### src/hdl/board_pkg.sv
package board_pkg;

	typedef logic [3:0] nibble_t;   // One hex/decimal digit, also ALU width
	typedef logic [7:0] seg_t;      // dp g f e d c b a, active low
	typedef logic [7:0] count_t;
	typedef logic [2:0] alu_op_t;

	localparam int NUM_DIGITS = 8;
	localparam count_t COUNT_MAX = 8'd99;

	// All segments dark, dp included
	localparam seg_t SEG_OFF = 8'hFF;

	// Where each value lands on the display
	localparam int DIG_UNITS = 0;
	localparam int DIG_TENS = 1;
	localparam int DIG_ALU = 4;
	localparam int DIG_SW_LO = 6;
	localparam int DIG_SW_HI = 7;

	localparam alu_op_t ALU_ADD = 3'd0;
	localparam alu_op_t ALU_SUB = 3'd1;
	localparam alu_op_t ALU_NOT = 3'd2;
	localparam alu_op_t ALU_AND = 3'd3;
	localparam alu_op_t ALU_OR = 3'd4;
	localparam alu_op_t ALU_XOR = 3'd5;
	localparam alu_op_t ALU_SLT = 3'd6;   // Signed compare
	localparam alu_op_t ALU_EQ = 3'd7;

endpackage

### src/hdl/disp_if.sv
`timescale 1ns/1ps

interface disp_if import board_pkg::*; ();

	nibble_t digit [NUM_DIGITS];
	logic blank [NUM_DIGITS];
	logic dp [NUM_DIGITS];
	seg_t pattern [NUM_DIGITS];   // One entry per decoder

	modport split (
		output digit,
		output blank,
		output dp
	);

	modport dec (
		input digit,
		input blank,
		input dp,
		output pattern
	);

	modport scan (
		input pattern
	);

endinterface

### src/hdl/tick_timer.sv
`timescale 1ns/1ps

module tick_timer #(
	parameter int TICK_DIV = 50_000_000
) (
	input logic clk,
	input logic arst_n,
	output logic tick
);

	localparam int CW = ($clog2(TICK_DIV) > 0) ? $clog2(TICK_DIV) : 1;
	localparam logic [CW-1:0] RELOAD = CW'(TICK_DIV - 1);

	logic [CW-1:0] cnt;

	// Down counter, one pulse per wrap
	always_ff @(posedge clk or negedge arst_n) begin
		if (!arst_n) begin
			cnt <= RELOAD;
			tick <= 1'b0;
		end else if (cnt == '0) begin
			cnt <= RELOAD;
			tick <= 1'b1;
		end else begin
			cnt <= cnt - 1'b1;
			tick <= 1'b0;
		end
	end

endmodule

### src/hdl/dec_counter.sv
`timescale 1ns/1ps

module dec_counter import board_pkg::*; (
	input logic clk,
	input logic arst_n,
	input logic tick,
	input logic count_en,
	output count_t count
);

	logic step;

	assign step = tick & count_en;

	always_ff @(posedge clk or negedge arst_n) begin
		if (!arst_n) begin
			count <= '0;
		end else if (step) begin
			if (count >= COUNT_MAX)
				count <= '0;   // Wrap after 99
			else
				count <= count + 1'b1;
		end
	end

endmodule

### src/hdl/alu_4bit.sv
`timescale 1ns/1ps

module alu_4bit import board_pkg::*; (
	input alu_op_t op,
	input nibble_t a,
	input nibble_t b,
	output nibble_t res,
	output logic zero,
	output logic carry,
	output logic overflow
);

	logic [4:0] sum;
	logic [4:0] diff;
	logic add_ovf;
	logic sub_ovf;

	assign sum = {1'b0, a} + {1'b0, b};
	assign diff = {1'b0, a} + {1'b0, ~b} + 5'd1;   // a + ~b + 1

	// Signed overflow from the operand and result signs
	assign add_ovf = (a[3] == b[3]) && (sum[3] != a[3]);
	assign sub_ovf = (a[3] != b[3]) && (diff[3] != a[3]);

	always_comb begin
		res = '0;
		carry = 1'b0;
		overflow = 1'b0;
		case (op)
			ALU_ADD: begin
				res = sum[3:0];
				carry = sum[4];
				overflow = add_ovf;
			end
			ALU_SUB: begin
				res = diff[3:0];
				carry = diff[4];
				overflow = sub_ovf;
			end
			ALU_NOT: res = ~a;
			ALU_AND: res = a & b;
			ALU_OR: res = a | b;
			ALU_XOR: res = a ^ b;
			ALU_SLT: res = {3'b000, $signed(a) < $signed(b)};
			ALU_EQ: res = {3'b000, a == b};
			default: res = '0;
		endcase
	end

	assign zero = (res == '0);

endmodule

### src/hdl/digit_split.sv
`timescale 1ns/1ps

module digit_split import board_pkg::*; (
	input count_t count,
	input nibble_t alu_res,
	input logic alu_carry,
	input logic [7:0] sw,
	disp_if.split disp
);

	count_t units;
	count_t tens;

	assign units = count % 8'd10;
	assign tens = count / 8'd10;   // At most 9 while count stays in range

	always_comb begin
		// Unused positions stay dark
		for (int i = 0; i < NUM_DIGITS; i++) begin
			disp.digit[i] = '0;
			disp.blank[i] = 1'b1;
			disp.dp[i] = 1'b0;
		end

		disp.digit[DIG_UNITS] = units[3:0];
		disp.blank[DIG_UNITS] = 1'b0;

		disp.digit[DIG_TENS] = tens[3:0];
		disp.blank[DIG_TENS] = (tens == '0);   // No leading zero

		disp.digit[DIG_ALU] = alu_res;
		disp.blank[DIG_ALU] = 1'b0;
		disp.dp[DIG_ALU] = alu_carry;   // Carry shown on the dp

		disp.digit[DIG_SW_LO] = sw[3:0];
		disp.blank[DIG_SW_LO] = 1'b0;

		disp.digit[DIG_SW_HI] = sw[7:4];
		disp.blank[DIG_SW_HI] = 1'b0;
	end

endmodule

### src/hdl/seg_decode.sv
`timescale 1ns/1ps

module seg_decode import board_pkg::*; #(
	parameter int IDX = 0
) (
	disp_if.dec disp
);

	logic [6:0] glyph;   // g..a, active low
	seg_t pat;

	always_comb begin
		case (disp.digit[IDX])
			4'h0: glyph = 7'h40;
			4'h1: glyph = 7'h79;
			4'h2: glyph = 7'h24;
			4'h3: glyph = 7'h30;
			4'h4: glyph = 7'h19;
			4'h5: glyph = 7'h12;
			4'h6: glyph = 7'h02;
			4'h7: glyph = 7'h78;
			4'h8: glyph = 7'h00;
			4'h9: glyph = 7'h10;
			4'hA: glyph = 7'h08;
			4'hB: glyph = 7'h03;   // Lower case b
			4'hC: glyph = 7'h46;
			4'hD: glyph = 7'h21;   // Lower case d
			4'hE: glyph = 7'h06;
			default: glyph = 7'h0E;
		endcase
	end

	always_comb begin
		pat = SEG_OFF;
		if (!disp.blank[IDX])
			pat[6:0] = glyph;
		// dp still lights on a blanked digit
		pat[7] = ~disp.dp[IDX];
	end

	assign disp.pattern[IDX] = pat;

endmodule

### src/hdl/seg_scan.sv
`timescale 1ns/1ps

module seg_scan import board_pkg::*; #(
	parameter int SCAN_DIV = 50_000
) (
	input logic clk,
	input logic arst_n,
	disp_if.scan disp,
	output seg_t seg,
	output logic [NUM_DIGITS-1:0] seg_sel
);

	localparam int DW = ($clog2(SCAN_DIV) > 0) ? $clog2(SCAN_DIV) : 1;
	localparam int IW = $clog2(NUM_DIGITS);
	localparam logic [DW-1:0] DWELL_LAST = DW'(SCAN_DIV - 1);

	logic [DW-1:0] dwell;
	logic [IW-1:0] idx;

	// Dwell timer and digit index
	always_ff @(posedge clk or negedge arst_n) begin
		if (!arst_n) begin
			dwell <= '0;
			idx <= '0;
		end else if (dwell == DWELL_LAST) begin
			dwell <= '0;
			idx <= idx + 1'b1;   // Wraps at NUM_DIGITS
		end else begin
			dwell <= dwell + 1'b1;
		end
	end

	// Output stage, one cycle behind idx
	always_ff @(posedge clk or negedge arst_n) begin
		if (!arst_n) begin
			seg <= SEG_OFF;
			seg_sel <= '1;
		end else begin
			seg <= disp.pattern[idx];
			seg_sel <= ~(NUM_DIGITS'(1) << idx);
		end
	end

endmodule

### src/hdl/board_top.sv
`timescale 1ns/1ps

module board_top import board_pkg::*; #(
	parameter int TICK_DIV = 50_000_000,
	parameter int SCAN_DIV = 50_000
) (
	input logic clk,
	input logic arst_n,
	input logic [7:0] sw,
	input logic count_en,
	input logic [2:0] alu_op,
	input logic [3:0] alu_a,
	input logic [3:0] alu_b,
	output logic [7:0] ledr,
	output logic [7:0] count,
	output logic [3:0] alu_res,
	output logic alu_zero,
	output logic alu_carry,
	output logic alu_overflow,
	output logic [7:0] seg,
	output logic [7:0] seg_sel
);

	logic tick;

	disp_if u_disp ();

	assign ledr = sw;

	tick_timer #(
		.TICK_DIV(TICK_DIV)
	) u_timer (
		.clk(clk),
		.arst_n(arst_n),
		.tick(tick)
	);

	dec_counter u_counter (
		.clk(clk),
		.arst_n(arst_n),
		.tick(tick),
		.count_en(count_en),
		.count(count)
	);

	alu_4bit u_alu (
		.op(alu_op),
		.a(alu_a),
		.b(alu_b),
		.res(alu_res),
		.zero(alu_zero),
		.carry(alu_carry),
		.overflow(alu_overflow)
	);

	digit_split u_split (
		.count(count),
		.alu_res(alu_res),
		.alu_carry(alu_carry),
		.sw(sw),
		.disp(u_disp)
	);

	// One decoder per display digit
	for (genvar i = 0; i < NUM_DIGITS; i++) begin : g_dig
		seg_decode #(
			.IDX(i)
		) u_dec (
			.disp(u_disp)
		);
	end

	seg_scan #(
		.SCAN_DIV(SCAN_DIV)
	) u_scan (
		.clk(clk),
		.arst_n(arst_n),
		.disp(u_disp),
		.seg(seg),
		.seg_sel(seg_sel)
	);

endmodule

### config.mk
export PLATFORM = sky130hd
export DESIGN_NAME = board_top
export DESIGN_NICKNAME = d
export VERILOG_FILES = /design/src/hdl/board_pkg.sv /design/src/hdl/disp_if.sv /design/src/hdl/tick_timer.sv /design/src/hdl/dec_counter.sv /design/src/hdl/alu_4bit.sv /design/src/hdl/digit_split.sv /design/src/hdl/seg_decode.sv /design/src/hdl/seg_scan.sv /design/src/hdl/board_top.sv
export SDC_FILE = /design/constraint.sdc
export NUM_CORES = 1
export LEC_CHECK = 0
export ABC_CLOCK_PERIOD_IN_PS = 4400
export BUFFER_PORTS_ARGS = -buffer_cell sky130_fd_sc_hd__buf_2
export CORE_UTILIZATION = 42
export CTS_CLUSTER_SIZE = 12
export DETAILED_ROUTE_END_ITERATION = 12
export PLACE_DENSITY = 0.62
export SLEW_MARGIN = 20
export SYNTH_ARGS = -nofsm -noshare
export SYNTH_HDL_FRONTEND = slang
export SYNTH_SLANG_ARGS = --single-unit
### constraint.sdc
create_clock -name clk -period 4.4 [get_ports clk]
set_clock_uncertainty 0.05 [all_clocks]
set_input_delay 0.66 -clock clk [delete_from_list [all_inputs] [get_ports clk]]
set_output_delay 0.66 -clock clk [all_outputs]
set_load 0.01 [all_outputs]
==> summary.txt <==
Status
  – Status: finished clean

Worst setup path
  – Worst Setup Path Type: reg -> reg
  – Crit path required time: 4.58 ns
  – Worst-path fanout max: 12
  – Critical Path Sink Type: register
  – CP startpoint kind: register
  – Worst R2R Path Depth: 16
  – CP arrival: 4.20 ns

Clocking
  – H-tree Lvls: 3
  – CTS buffer count: 9
  – Post-cts hold buffer count: 0
  – CTS tree: done
  – CTS Sinks: 70
  – Clock-pin slew on the worst setup and hold paths: 0.06 ns
  – Clk Latency, worst-skew pair: 0.33 ns
  – Post-CTS setup buffers: 0
  – CTS max path bufs: 2
  – Cts repair resizes: 0
  – CTS root buf: clkbuf_16

Synth
  – Sequential fraction of the synthesis area: 28.9%
  – Asr flop ratio synth: 100%
  – Seq cells post-synth: 70
  – Count leader, synth: nor2_1
  – Share of the synthesized area in the top cell type: 14.5%
  – EDFF count, synth: 0
  – Synth top area cells: dfrtp_1 (15%), dfstp_2 (14%), ha_1 (10%), nor2_1 (4.6%), nand2_1 (4.5%)
  – List of most frequent post-synthesis cells: nor2_1 (76), nand2_1 (75), ha_1 (52)
  – Netlist area before placement: 0.00621 mm2
  – Most used flip-flop cell after synthesis: dfrtp_1
  – Syn Area/Cell: 8.54 um2
  – Syn Nets: 803
  – Post-synthesis cell type count: 95
  – Synthesized instance count: 727
  – Warnings, synthesis: 0
  – Leading area contributor after synthesis: dfrtp_1

Routing
  – DRT iter0 DRCs: 374
  – Total number of vias: 5437
  – Antenna-violating nets left: 0
  – Via density: 5.68
  – DRC: 0
  – Total wire length: 14900 um
  – First drt pass iteration count: 5
  – Wirelength per Cell: 15.6 um

Place
  – Dpl hpwl: 11200 um
  – Worst Setup Slack post-DPL: 0.402 ns
  – IO Port Bufs: 60
  – Placed Cells: 941
  – GP Congestion: 0.872

Floorplan
  – Rows: 44
  – IO Count: 61
  – Starting Density: 42.9%
  – Die height: ~120 um
  – Area of the die: 0.0153 mm2
  – Die width: around 120 um
  – Core ar.: 0.0145 mm2

Finish
  – Cell Count, Final, Fillers Out: 957
  – Final nets: approximately 840
  – Layout area overhead: 11.2%
  – Ant. Diodes: 0
  – Filler cell count: between 1000 and 1500
  – Utilization after layout: between 40% and 50%
  – Layout cells sized above 1: about a fifth

STA
  – Max frequency: 249 MHz
  – Crit share post-route: 91.3%
  – Final Setup Violations: 0
  – Final TNS setup: 0 ns
  – PnR worst setup slack: between 0.3 and 0.4 ns
  – Worst-Margin Slew: 0.719 ns
  – Unrepaired setup endpoints after global routing: false
  – Final Slew Violations: 0
  – Hold Fails Final Rpt: 0
  – Crit path time final: 4.02 ns
  – Max-slew headroom: 52.1%

GRT
  – Grt peak-use layer: met2
  – First-pass GRT wire length: between 20000 and 25000 um
  – GRT overflow: 0
  – Met1 Usage GRT: 27.0%
  – Number of global-route vias before repair: 4979
  – Largest net degree at the start of global routing: 32
  – Grt met3 use: 3.07%
  – Global Route met2 Usage: 33.2%
  – GRT Total Usage: ~20%
  – Initial antenna violation count: 0

Pwr
  – Leak Pwr: a little over 3 nW
  – Total power: 1.61 mW
  – Switching share of total power: 25.9%
  – Net switching power: 0.416 mW
  – Power Density: 233 mW/mm2
  – Combinational power share: 13.9%
  – Pint: 1.19 mW
  – Sequential share of power: 40.3%
  – Peak supply drop: 209 uV
  – Clock power frac: 45.7%

Run
  – Maxcap violations: 0

Worst hold path
  – Worst min-delay path category: in -> async
## path summary, 6_finish.rpt
path                                      end  slack (ns)          startpoint
setup reg to reg                u_scan.seg[6]        0.38  u_counter.count[5]
min in group clk               u_timer.cnt[0]        0.40      u_timer.cnt[0]
max in group asynchronous   u_scan.seg_sel[5]        3.08              arst_n
setup / recovery                u_scan.seg[6]        0.38  u_counter.count[5]
hold / removal             u_counter.count[7]        0.33              arst_n
hold reg to reg                u_timer.cnt[0]        0.40      u_timer.cnt[0]
## worst max-delay path: stages (launching register included)
cell and delay (ns):
dfrtp_1 0.39, ha_1 0.39, nand2b_1 0.11, a21oi_1 0.09, nor3_1 0.45, a211oi_2 0.16
nor2_1 0.45, o31ai_4 0.17, nand2_4 0.19, clkinv_4 0.15, xnor2_4 0.23, ha_1 0.24
a21oi_1 0.08, o21a_1 0.21, o31ai_1 0.20, o21ai_1 0.12, o41ai_2 0.23
## metrics by stage
stage                     area [um2]  hold WS [ns]
after floorplan                 6210         0.314
after global placement          6600         0.392
after detailed placement        6600         0.393
after CTS                       6910         0.360
after global routing            6910         0.378
final                           6910         0.332
## cell families (layout without fill, tap and decap cells)
family	after synthesis	in the layout	share of synthesized area (%)
adders and majority gates	54	54	11.1
AOI/OAI and AO/OA	182	182	22.1
xor gates and xnor gates	38	38	5.78
muxes	19	19	3.57
and+or+nand+nor	279	279	22.2
buffers and inverters	85	131	6.41
DFF	70	70	28.9
## power groups by stage
| stage | Clock, mW | Combinational, mW | Sequential (mW) |
|---|---|---|---|
| 6_report | 0.736 | 0.225 | 0.650 |
| 5_1_grt | 0.787 | 0.250 | 0.650 |
| 4_1_cts | 0.761 | 0.225 | 0.650 |
| 3_5_place_dp | 0 | 0.224 | 0.660 |
| 3_3_place_gp | 0 | 0.220 | 0.660 |
| 2_1_floorplan | 0 | 0.150 | 0.662 |
## cells in the final DEF, fill, tap and decap left out, types with 5 or more instances in the layout
cell / instances
o21ai_0: 33
a211oi_1: 8
nor4_1: 6
buf_2: 60
and2_1: 7
o31ai_1: 11
nand3_1: 25
dfrtp_1: 36
or3_1: 11
nand2b_1: 13
ha_1: 52
o221ai_1: 6
xor2_1: 20
a31oi_1: 10
nor3_1: 19
a221oi_1: 6
o211ai_1: 5
inv_1: 40
nand2_1: 75
buf_4: 12
a21oi_1: 35
a21o_1: 7
nor2b_1: 10
clkbuf_16: 9
nor2_1: 76
or2_2: 5
o2111ai_1: 5
mux2i_1: 15
dfstp_2: 34
and3_1: 5
xnor2_1: 16
## layer usage
metal	vias to the layer above	wire (um)
li1	2673	-
met1	2638	6930
met2	114	7360
met3	12	503
met4	0	149
met5	-	0
## registers in the layout, indices dropped and copies added (netlist names)
signal	cells
u_timer.tick	1
u_scan.seg	8
u_timer.cnt	26
u_scan.seg_sel	8
u_counter.count	8
u_scan.idx	3
u_scan.dwell	16
## layout make-up
type / instances / area [um2] / share of cell area, %
clock buffer: 10 / 239 / 3.46
clock inverter: 6 / 68.8 / 0.996
inverter: 43 / 166 / 2.41
multi-input combinational: 572 / 4020 / 58.2
sequential: 70 / 1790 / 26.0
tap: 184 / 230 / 3.33
timing repair buffer: 72 / 390 / 5.65
No activity file was read; power rests on OpenSTA's default activity.
